===== src/io_pkg.sv =====
// Shared widths, register map and write-word layouts, used by the I/O subsystem RTL and testbench
`default_nettype none

package io_pkg;

    // Channel counts
    localparam int NUM_LEDS    = 18;
    localparam int NUM_SENSORS = 9;

    // Index widths for each array
    localparam int LED_IDX_W   = 5;  // 18 LEDs
    localparam int SENSE_IDX_W = 4;  // 9 pads

    // Register port
    localparam int ADDR_W    = 12;
    localparam int DATA_W    = 32;
    localparam int ADDR_LO_W = 5;   // Offset inside a 32-word block

    // Address map
    // LED commands sit at 0x000 to 0x011, one word per LED
    localparam logic [ADDR_W-1:0] LED_BASE   = 12'h000;
    // Per-pad discharge counts at 0x020 to 0x028, read only
    localparam logic [ADDR_W-1:0] SENSE_BASE = 12'h020;
    localparam logic [ADDR_W-1:0] TOUCH_ADDR = 12'h030;  // Touch mask, read only
    localparam logic [ADDR_W-1:0] CFG_ADDR   = 12'h031;  // Sensor config, read/write

    // Touch threshold out of reset
    localparam logic [15:0] RESET_THRESHOLD = 16'd40;

    // LED command word
    typedef struct packed {
        logic [22:0] unused;      // Kept as written, returned on readback
        logic        blink;       // Gate output with blink phase
        logic [7:0]  brightness;  // 0 is off, 255 is max duty
    } led_cmd_t;

    // Sensor configuration word
    typedef struct packed {
        logic [15:0] unused;
        logic [15:0] threshold;   // Count at or above this means touched
    } sense_cfg_t;

    // One write word seen two ways
    // LED block uses the led view, sensor block the cfg view
    typedef union packed {
        led_cmd_t   led;
        sense_cfg_t cfg;
    } io_word_u;

endpackage

`default_nettype wire


===== src/periph_if.sv =====
// Decoded register access path between the bridge and one peripheral block
`default_nettype none
`timescale 1ns/1ns

interface periph_if;

    logic                              sel;      // Access targets this block
    logic                              wr;       // Write strobe
    logic                              rd;       // Read strobe
    logic [io_pkg::ADDR_LO_W-1:0]      addr_lo;  // Word offset in block
    io_pkg::io_word_u                  wdata;    // Write word, both views
    logic [io_pkg::DATA_W-1:0]         rdata;    // Read data, comb
    logic [io_pkg::NUM_SENSORS-1:0]    touch;    // Touch mask, sensor block only

    // Bridge side
    modport host (
        output sel, wr, rd, addr_lo, wdata,
        input  rdata, touch
    );

    // Peripheral side
    modport periph (
        input  sel, wr, rd, addr_lo, wdata,
        output rdata, touch
    );

endinterface

`default_nettype wire


===== src/led_array.sv =====
// LED array with per-channel brightness and blink, PWM drive of the LED pins
`default_nettype none
`timescale 1ns/1ns

module led_array #(
    parameter int PWM_BITS   = 8,
    parameter int BLINK_BITS = 10
) (
    input  wire                          clock,
    input  wire                          rst,
    periph_if.periph                     bus,
    output logic [io_pkg::NUM_LEDS-1:0]  led_pins
);

    // One command word per LED, full 32 bits kept
    io_pkg::led_cmd_t cmd_q [io_pkg::NUM_LEDS];

    logic [PWM_BITS-1:0]          pwm_cnt;    // Free running
    logic [BLINK_BITS-1:0]        blink_cnt;  // Free running
    logic                         blink_on;   // Blink phase
    logic [io_pkg::LED_IDX_W-1:0] idx;
    logic                         in_range;
    logic                         wr_hit;
    logic                         rd_hit;

    // Scale 8-bit brightness to the PWM counter width
    // Narrow counters keep the top bits, wide ones pad below
    function automatic logic [PWM_BITS-1:0] pwm_level(input logic [7:0] brightness);
        logic [PWM_BITS+7:0] wide;
        wide = {brightness, {PWM_BITS{1'b0}}};
        return wide[PWM_BITS+7 -: PWM_BITS];
    endfunction

    // Register decode
    assign idx      = bus.addr_lo[io_pkg::LED_IDX_W-1:0];
    assign in_range = bus.addr_lo < io_pkg::NUM_LEDS;   // 0x12..0x1F unmapped
    assign wr_hit   = bus.sel && bus.wr && in_range;
    assign rd_hit   = bus.sel && bus.rd && in_range;

    // Command storage
    always_ff @(posedge clock) begin
        if (rst) begin
            for (int i = 0; i < io_pkg::NUM_LEDS; i++) begin
                cmd_q[i] <= '0;  // All LEDs dark
            end
        end else if (wr_hit) begin
            cmd_q[idx] <= bus.wdata.led;  // LED view of the word
        end
    end

    // PWM and blink timebase
    always_ff @(posedge clock) begin
        if (rst) begin
            pwm_cnt   <= '0;
            blink_cnt <= '0;
        end else begin
            pwm_cnt   <= pwm_cnt + 1'b1;
            blink_cnt <= blink_cnt + 1'b1;  // Wraps every 2**BLINK_BITS cycles
        end
    end

    assign blink_on = blink_cnt[BLINK_BITS-1];  // Top bit is the phase

    // Pin drive
    // Level strictly above counter, so max level gives 2**N-1 of 2**N
    always_comb begin
        for (int i = 0; i < io_pkg::NUM_LEDS; i++) begin
            led_pins[i] = (pwm_level(cmd_q[i].brightness) > pwm_cnt)
                          && (!cmd_q[i].blink || blink_on);
        end
    end

    // Readback of the stored word
    assign bus.rdata = rd_hit ? cmd_q[idx] : '0;
    assign bus.touch = '0;  // No touch sources here

endmodule

`default_nettype wire


===== src/cap_sensor_array.sv =====
// Capacitive touch array that charges the pads, times their discharge and flags touches
`default_nettype none
`timescale 1ns/1ns

module cap_sensor_array #(
    parameter int SENSE_PERIOD  = 256,
    parameter int CHARGE_CYCLES = 16
) (
    input  wire                              clock,
    input  wire                              rst,
    periph_if.periph                         bus,
    input  wire [io_pkg::NUM_SENSORS-1:0]    capacitive_sensors_in,
    output logic                             capacitive_sensors_out
);

    localparam int PHASE_W = $clog2(SENSE_PERIOD);
    localparam int COUNT_W = $clog2(SENSE_PERIOD + 1);  // Holds a full period

    // Config register offset inside the sensor block
    localparam logic [io_pkg::ADDR_W-1:0] CFG_OFS = io_pkg::CFG_ADDR - io_pkg::SENSE_BASE;

    logic [io_pkg::NUM_SENSORS-1:0] pad_meta;   // First sync stage
    logic [io_pkg::NUM_SENSORS-1:0] pad_sync;   // Second sync stage

    logic [PHASE_W-1:0] phase_q;     // Cycle within the period
    logic [PHASE_W-1:0] phase_nx;
    logic               period_end;
    logic               charge_q;    // Pads being charged

    logic [COUNT_W-1:0]             count_q   [io_pkg::NUM_SENSORS];
    logic [COUNT_W-1:0]             reading_q [io_pkg::NUM_SENSORS];
    logic [io_pkg::NUM_SENSORS-1:0] touch_q;
    io_pkg::sense_cfg_t             cfg_q;

    logic                             cfg_sel;
    logic                             cnt_sel;
    logic [io_pkg::SENSE_IDX_W-1:0]   pad_idx;
    logic [io_pkg::DATA_W-1:0]        rd_word;

    // Pad inputs are asynchronous
    always_ff @(posedge clock) begin
        pad_meta <= capacitive_sensors_in;
        pad_sync <= pad_meta;
    end

    // Measurement sequencer
    assign period_end = phase_q == PHASE_W'(SENSE_PERIOD - 1);
    assign phase_nx   = period_end ? '0 : phase_q + 1'b1;

    always_ff @(posedge clock) begin
        if (rst) begin
            // Park on the last cycle so the first period after reset is whole
            phase_q  <= PHASE_W'(SENSE_PERIOD - 1);
            charge_q <= 1'b0;
        end else begin
            phase_q  <= phase_nx;
            charge_q <= phase_nx < CHARGE_CYCLES;  // Tracks phase_q one for one
        end
    end

    assign capacitive_sensors_out = charge_q;

    // Discharge timers, readings and touch flags
    always_ff @(posedge clock) begin
        if (rst) begin
            for (int i = 0; i < io_pkg::NUM_SENSORS; i++) begin
                count_q[i]   <= '0;
                reading_q[i] <= '0;
            end
            touch_q <= '0;
        end else if (period_end) begin
            for (int i = 0; i < io_pkg::NUM_SENSORS; i++) begin
                reading_q[i] <= count_q[i];                      // Latch result
                touch_q[i]   <= count_q[i] >= cfg_q.threshold;   // Longer discharge when touched
                count_q[i]   <= '0;                              // Fresh start
            end
        end else if (!charge_q) begin
            for (int i = 0; i < io_pkg::NUM_SENSORS; i++) begin
                if (pad_sync[i]) begin
                    count_q[i] <= count_q[i] + 1'b1;  // Pad still above threshold
                end
            end
        end
    end

    // Register decode
    assign cfg_sel = bus.addr_lo == CFG_OFS[io_pkg::ADDR_LO_W-1:0];
    assign cnt_sel = bus.addr_lo < io_pkg::NUM_SENSORS;
    assign pad_idx = bus.addr_lo[io_pkg::SENSE_IDX_W-1:0];

    // Config register, whole word kept for readback
    always_ff @(posedge clock) begin
        if (rst) begin
            cfg_q           <= '0;
            cfg_q.threshold <= io_pkg::RESET_THRESHOLD;
        end else if (bus.sel && bus.wr && cfg_sel) begin
            cfg_q <= bus.wdata.cfg;  // Sensor view of the word
        end
    end

    // Read mux
    always_comb begin
        rd_word = '0;
        if (bus.sel && bus.rd) begin
            if (cnt_sel) begin
                rd_word = {{(io_pkg::DATA_W - COUNT_W){1'b0}}, reading_q[pad_idx]};
            end else if (cfg_sel) begin
                rd_word = cfg_q;
            end
        end
    end

    assign bus.rdata = rd_word;
    assign bus.touch = touch_q;

endmodule

`default_nettype wire


===== src/io_bridge.sv =====
// Register port bridge that routes accesses to the LED and sensor blocks and returns read data
`default_nettype none
`timescale 1ns/1ns

module io_bridge (
    input  wire                          clock,
    input  wire                          rst,
    input  wire [io_pkg::ADDR_W-1:0]     bus_addr,
    input  wire [io_pkg::DATA_W-1:0]     bus_wdata,
    input  wire                          bus_wr,
    input  wire                          bus_rd,
    output logic [io_pkg::DATA_W-1:0]    bus_rdata,
    output logic                         bus_rvalid,
    periph_if.host                       led_bus,
    periph_if.host                       sense_bus
);

    logic                      led_hit;    // LED command words
    logic                      cnt_hit;    // Pad counts
    logic                      cfg_hit;    // Sensor config
    logic                      touch_hit;  // Touch mask, served here
    logic [io_pkg::DATA_W-1:0] touch_word;
    logic [io_pkg::DATA_W-1:0] rd_word;

    // Address map compare
    assign led_hit   = (bus_addr >= io_pkg::LED_BASE)
                       && (bus_addr < io_pkg::LED_BASE + io_pkg::NUM_LEDS);
    assign cnt_hit   = (bus_addr >= io_pkg::SENSE_BASE)
                       && (bus_addr < io_pkg::SENSE_BASE + io_pkg::NUM_SENSORS);
    assign cfg_hit   = bus_addr == io_pkg::CFG_ADDR;
    assign touch_hit = bus_addr == io_pkg::TOUCH_ADDR;

    // LED block
    assign led_bus.sel     = led_hit;
    assign led_bus.wr      = bus_wr;
    assign led_bus.rd      = bus_rd;
    assign led_bus.addr_lo = bus_addr[io_pkg::ADDR_LO_W-1:0];  // Base is block aligned
    assign led_bus.wdata   = bus_wdata;

    // Sensor block
    assign sense_bus.sel     = cnt_hit || cfg_hit;
    assign sense_bus.wr      = bus_wr;
    assign sense_bus.rd      = bus_rd;
    assign sense_bus.addr_lo = bus_addr[io_pkg::ADDR_LO_W-1:0];
    assign sense_bus.wdata   = bus_wdata;

    assign touch_word = {{(io_pkg::DATA_W - io_pkg::NUM_SENSORS){1'b0}}, sense_bus.touch};

    // Read select, unmapped gives zero
    always_comb begin
        if (led_hit) begin
            rd_word = led_bus.rdata;
        end else if (cnt_hit || cfg_hit) begin
            rd_word = sense_bus.rdata;
        end else if (touch_hit) begin
            rd_word = touch_word;
        end else begin
            rd_word = '0;
        end
    end

    // One valid pulse per read strobe
    always_ff @(posedge clock) begin
        if (rst) begin
            bus_rvalid <= 1'b0;
        end else begin
            bus_rvalid <= bus_rd;
        end
    end

    // Read data holds until the next read
    always_ff @(posedge clock) begin
        if (bus_rd) begin
            bus_rdata <= rd_word;
        end
    end

endmodule

`default_nettype wire


===== src/io_subsystem.sv =====
// Top level of the I/O subsystem, joining the register bridge, LED array and touch sensor array
`default_nettype none
`timescale 1ns/1ns

module io_subsystem #(
    parameter int PWM_BITS      = 8,    // PWM counter width
    parameter int BLINK_BITS    = 10,   // Blink counter width
    parameter int SENSE_PERIOD  = 256,  // Cycles per measurement
    parameter int CHARGE_CYCLES = 16    // Charge part of each measurement
) (
    input  wire                              clock,
    input  wire                              rst,
    // Register port
    input  wire [io_pkg::ADDR_W-1:0]         bus_addr,
    input  wire [io_pkg::DATA_W-1:0]         bus_wdata,
    input  wire                              bus_wr,
    input  wire                              bus_rd,
    output logic [io_pkg::DATA_W-1:0]        bus_rdata,
    output logic                             bus_rvalid,
    // LED array
    output logic [io_pkg::NUM_LEDS-1:0]      led_pins,
    // Touch pads
    input  wire [io_pkg::NUM_SENSORS-1:0]    capacitive_sensors_in,
    output logic                             capacitive_sensors_out
);

    periph_if led_bus ();
    periph_if sense_bus ();

    io_bridge bridge_i (
        .clock      (clock),
        .rst        (rst),
        .bus_addr   (bus_addr),
        .bus_wdata  (bus_wdata),
        .bus_wr     (bus_wr),
        .bus_rd     (bus_rd),
        .bus_rdata  (bus_rdata),
        .bus_rvalid (bus_rvalid),
        .led_bus    (led_bus.host),
        .sense_bus  (sense_bus.host)
    );

    led_array #(
        .PWM_BITS   (PWM_BITS),
        .BLINK_BITS (BLINK_BITS)
    ) led_i (
        .clock    (clock),
        .rst      (rst),
        .bus      (led_bus.periph),
        .led_pins (led_pins)
    );

    cap_sensor_array #(
        .SENSE_PERIOD  (SENSE_PERIOD),
        .CHARGE_CYCLES (CHARGE_CYCLES)
    ) sense_i (
        .clock                  (clock),
        .rst                    (rst),
        .bus                    (sense_bus.periph),
        .capacitive_sensors_in  (capacitive_sensors_in),
        .capacitive_sensors_out (capacitive_sensors_out)
    );

endmodule

`default_nettype wire


===== config.mk =====
export PLATFORM = sky130hd
export DESIGN_NAME = io_subsystem
export DESIGN_NICKNAME = d
export VERILOG_FILES = /design/src/io_pkg.sv /design/src/periph_if.sv /design/src/led_array.sv /design/src/cap_sensor_array.sv /design/src/io_bridge.sv /design/src/io_subsystem.sv
export SDC_FILE = /design/constraint.sdc
export NUM_CORES = 2
export LEC_CHECK = 0
export BUFFER_PORTS_ARGS = -buffer_cell sky130_fd_sc_hd__buf_2
export CAP_MARGIN = 20
export CELL_PAD_IN_SITES_DETAIL_PLACEMENT = 1
export CELL_PAD_IN_SITES_GLOBAL_PLACEMENT = 2
export CORE_MARGIN = 4
export CORE_UTILIZATION = 44
export CTS_CLUSTER_SIZE = 30
export DETAILED_ROUTE_END_ITERATION = 10
export PLACE_DENSITY = 0.79
export SLEW_MARGIN = 40
export SYNTH_ARGS = -nofsm -noshare
export SYNTH_HDL_FRONTEND = slang
export SYNTH_SLANG_ARGS = --single-unit

===== constraint.sdc =====
create_clock -name clock -period 4.65 [get_ports clock]
set_input_delay 0.93 -clock clock [delete_from_list [all_inputs] [get_ports clock]]
set_output_delay 0.93 -clock clock [all_outputs]
set_load 0.01 [all_outputs]

==> impl_results.html <==
<table>
<tr><th>Metric</th><th>Value</th></tr>
<tr><th colspan="2">Timing</th></tr>
<tr><td>Period Utilization, post-route</td><td>88.1%</td></tr>
<tr><td>Setup TNS</td><td>0 ps</td></tr>
<tr><td>Worst-margin pin slew</td><td>between 800 and 900 ps</td></tr>
<tr><td>Max Clock Freq</td><td>0.244 GHz</td></tr>
<tr><td>Max Transition Viols Final</td><td>0</td></tr>
<tr><td>Hold Fails Final Rpt</td><td>0</td></tr>
<tr><td>Layout Skew</td><td>about 21 ps</td></tr>
<tr><td>Worst hold slack across all endpoints</td><td>327 ps</td></tr>
<tr><td>Final setup fails</td><td>0</td></tr>
<tr><td>Unrepaired setup endpoints after global routing</td><td>no</td></tr>
<tr><td>Shortest period the worst path allows</td><td>4100 ps</td></tr>
<tr><td>Worst relative slew slack</td><td>a little under half</td></tr>
<tr><th colspan="2">Critical path</th></tr>
<tr><td>Startpoint class of the critical path</td><td>flip-flop</td></tr>
<tr><td>Reg-to-reg endpoint</td><td>sense_i.reading_q[1][2]</td></tr>
<tr><td>Required arrival time at the worst endpoint</td><td>3720 ps</td></tr>
<tr><td>CP endpoint kind</td><td>output port</td></tr>
<tr><td>Endpoint of the worst setup timing path</td><td>led_pins[5]</td></tr>
<tr><td>Reg2reg setup slack</td><td>1600 ps</td></tr>
<tr><td>Arrival time at the worst endpoint</td><td>3170 ps</td></tr>
<tr><td>Highest net fanout along the worst path</td><td>13</td></tr>
<tr><td>Reg-to-reg startpoint</td><td>sense_i.phase_q[0]</td></tr>
<tr><td>R2R cell count</td><td>7</td></tr>
<tr><td>Crit path kind</td><td>flip-flop to output port</td></tr>
<tr><td>Start point of the critical path</td><td>led_i.pwm_cnt[2]</td></tr>
<tr><th colspan="2">Clocking</th></tr>
<tr><td># clock sinks</td><td>~860</td></tr>
<tr><td>Number of buffers created by CTS</td><td>93</td></tr>
<tr><td>Buffers inserted during post-CTS setup optimization</td><td>0</td></tr>
<tr><td>Maximum buffer depth of the clock tree</td><td>3</td></tr>
<tr><td>CTS Root Cell</td><td>clkbuf_16</td></tr>
<tr><td>Post-cts gate resize count</td><td>0</td></tr>
<tr><td>Hold bufs inserted after CTS</td><td>0</td></tr>
<tr><td>H-tree level count</td><td>3</td></tr>
<tr><td>Clk_lat worst skew</td><td>660 ps</td></tr>
<tr><td>Clock-pin slew of the registers on the worst-case setup and hold paths</td><td>about 60 ps</td></tr>
<tr><td>Clock tree from TritonCTS</td><td>done</td></tr>
<tr><th colspan="2">Global route</th></tr>
<tr><td>Initial antenna violation count</td><td>13</td></tr>
<tr><td>Via count of the first global-routing pass</td><td>between 30000 and 40000</td></tr>
<tr><td>Total Routing Usage GR</td><td>27.3%</td></tr>
<tr><td>Remaining global-route overflow</td><td>0</td></tr>
<tr><td>First-pass GRT wire length</td><td>between 200000 and 250000 µm</td></tr>
<tr><td>Largest net degree at the start of global routing</td><td>82</td></tr>
<tr><th colspan="2">Synthesis</th></tr>
<tr><td>Mapped Area</td><td>between 40000 and 50000 µm²</td></tr>
<tr><td>Number of synthesized register bits</td><td>857</td></tr>
<tr><td>Share of the synthesized area in the top cell type</td><td>54.5%</td></tr>
<tr><td>Sequential area share after synthesis</td><td>58.6%</td></tr>
<tr><td>Syn Inst Count</td><td>3237</td></tr>
<tr><td>Cell types occupying the most area after synthesis</td><td>edfxtp_1 54%, ha_1 7.0%, mux4_2 6.9%</td></tr>
<tr><td>Top post-synthesis cells by count</td><td>770 x edfxtp_1, 541 x nor2_1, 237 x ha_1, 157 x and2_1</td></tr>
<tr><td>Number of enable-type register cells in the synthesized netlist</td><td>770</td></tr>
<tr><td>Async SR Flop Fraction</td><td>0%</td></tr>
<tr><td>Leading area contributor after synthesis</td><td>edfxtp_1</td></tr>
<tr><td>Distinct cells, synth</td><td>62</td></tr>
<tr><td>Net count after synthesis</td><td>roughly 3500</td></tr>
<tr><td>Yosys warns</td><td>0</td></tr>
<tr><td>Library cell with the highest instance count after synthesis</td><td>edfxtp_1</td></tr>
<tr><td>Post-synthesis average cell area</td><td>13.1 µm²</td></tr>
<tr><td>Post-synth top flop</td><td>edfxtp_1</td></tr>
<tr><th colspan="2">Drt</th></tr>
<tr><td>WL final</td><td>roughly 140000 µm</td></tr>
<tr><td>First-pass detailed-route iteration total</td><td>8</td></tr>
<tr><td>Detail-routed via count per cell</td><td>between 6 and 7</td></tr>
<tr><td>DRT iter0 DRCs</td><td>3440</td></tr>
<tr><td>Number of nets still failing antenna checks after routing</td><td>0</td></tr>
<tr><td>Number of remaining DRC errors</td><td>0</td></tr>
<tr><td>Average detailed-routed wire length per instance</td><td>29.9 µm</td></tr>
<tr><td>Number of vias in the routed layout</td><td>28718</td></tr>
<tr><th colspan="2">Cells and area</th></tr>
<tr><td>Area of the multi-input gates</td><td>around 16000 µm²</td></tr>
<tr><td>Area Growth Syn to Fin</td><td>11.9%</td></tr>
<tr><td>Fraction of layout instances using a drive strength above 1</td><td>16.9%</td></tr>
<tr><td>Total area of sequential cells</td><td>24900 µm²</td></tr>
<tr><td>Number of cells in the finished layout apart from fillers</td><td>4689</td></tr>
<tr><td>Nets</td><td>approximately 3600</td></tr>
<tr><td>FILL cells</td><td>9642</td></tr>
<tr><th colspan="2">Floorplanning</th></tr>
<tr><td>Die width</td><td>319 µm</td></tr>
<tr><td>Starting utilization of the core area</td><td>44.6%</td></tr>
<tr><td>Count of standard-cell rows</td><td>about 110</td></tr>
<tr><td>Number of I/O pins</td><td>109</td></tr>
<tr><td>CORE AREA</td><td>95300 µm²</td></tr>
<tr><td>Die ar.</td><td>102000 µm²</td></tr>
<tr><td>Vertical die dimension</td><td>319 µm</td></tr>
<tr><th colspan="2">Status</th></tr>
<tr><td>Result of the run</td><td>finished clean</td></tr>
<tr><th colspan="2">Power and ir drop</th></tr>
<tr><td>Standby leakage power</td><td>about 18 nW</td></tr>
<tr><td>Power Density</td><td>432 nW/µm²</td></tr>
<tr><td>Peak supply drop</td><td>0.349 mV</td></tr>
<tr><th colspan="2">Placement</th></tr>
<tr><td>Total instance count after detailed placement</td><td>4511</td></tr>
<tr><td>Number of buffer cells added on primary ports</td><td>between 100 and 150</td></tr>
<tr><td>Routability-driven placement congestion ratio</td><td>0.879</td></tr>
<tr><td>Total half-perimeter wirelength after legalization and detailed placement</td><td>92200 µm</td></tr>
<tr><th colspan="2">Worst hold path</th></tr>
<tr><td>Min-delay worst type</td><td>flip-flop to flip-flop</td></tr>
<tr><th colspan="2">Run</th></tr>
<tr><td>Max-cap check violation count</td><td>0</td></tr>
</table>
==> per-layer routing <==
metal / part of all wire (%) / GRT usage (%) / up-vias / wire, µm
li1: - / - / 12239 / -
met1: 41 / 37.1 / 14894 / 56900
met2: 48 / 44.7 / 1313 / 66900
met3: 8.6 / 4.72 / 270 / 12100
met4: 3.2 / 8.94 / 2 / 4430
met5: 0.013 / 0 / - / 18
==> cells by family (layout without fill, tap and decap cells) <==
kind of cell	Yosys count	after routing	share of synthesized area, %
multiplexers	197	197	8.57
XOR/XNOR	80	80	1.65
buffers and inverters	304	484	3.93
other	0	7	0
AO/OA/AOI/OAI	410	410	6.73
AND/OR/NAND/NOR	1152	1152	13.6
flip-flops	857	857	58.6
adder cells (fa/ha/maj)	237	237	6.98
==> sequential cells by signal (all words and copies together), names as in the netlist <==
name                            flops
sense_i.cfg_q                      32
sense_i.pad_meta                    9
sense_i.phase_q                     8
led_i.pwm_cnt                       8
sense_i.reading_q                  81
sense_i.capacitive_sensors_out      1
led_i.blink_cnt                    10
bridge_i.bus_rvalid                 1
sense_i.pad_sync                    9
bridge_i.bus_rdata                 32
led_i.cmd_q                       576
sense_i.count_q                    81
sense_i.bus.touch                   9
==> worst max-delay path, cell delays in order, from the launching register on <==
cell,delay (ps)
dfxtp_1,400
inv_1,370
ha_1,460
o21a_1,130
o21a_1,110
o21ai_0,80
a222oi_1,700
buf_2,260
==> per-stage QoR <==
step           total power, W  util, %  cell area, µm²  setup slack (ps)
2_1_floorplan          0.0117        -           42500              1050
3_3_place_gp           0.0127     46.5           44300              1050
3_5_place_dp           0.0129     46.5           44300               963
4_1_cts                0.0206     49.8           47500               414
5_1_grt                0.0213     49.8           47500               446
6_report               0.0205     49.8           47500               553
==> how the worst min path moves through the flow <==
stage	start	depth (start not counted)	end
floorplan	sense_i.pad_meta[0]	0	sense_i.pad_sync[0]
global placement	sense_i.pad_meta[2]	0	sense_i.pad_sync[2]
detailed placement	sense_i.pad_meta[1]	0	sense_i.pad_sync[1]
CTS	sense_i.pad_meta[1]	0	sense_i.pad_sync[1]
global route	sense_i.pad_meta[1]	0	sense_i.pad_sync[1]
finish	sense_i.pad_meta[1]	0	sense_i.pad_sync[1]
==> cells in the final DEF, fill, tap and decap left out, drive strengths merged, types with 9 or more instances in the layout <==
cell type,instances
and4,41
clkinv,32
a21oi,74
a22oi,47
a211o,10
a221oi,9
nor3,16
inv,97
a222oi,27
a221o,11
ha,237
nand2,163
mux2,22
edfxtp,770
dfxtp,87
nand4,21
a21o,38
mux4,131
a22o,33
and3,95
nand3,46
o21ai,66
and2,158
xnor2,21
o22ai,37
buf,217
xor2,59
mux2i,44
bufinv,15
a2111oi,9
nor2b,32
nor2,543
o21a,38
clkbuf,121
nand2b,24
==> power breakdown <==
group | switching [W] | internal [W]
Clock | 0.00313 | 0.00459
Combinational | 0.00161 | 0.00112
Sequential | 0.000724 | 0.00934
==> layout make-up <==
class | instances | area share (%)
multi-input combinational | 2076 | 33.8
clock buffer | 119 | 5.21
inverter | 96 | 0.759
tap | 1265 | 3.33
sequential | 857 | 52.4
timing repair buffer | 219 | 3.18
clock inverter | 50 | 1.38
antenna | 7 | 0.0369
No activity file was read; power rests on OpenSTA's default activity.
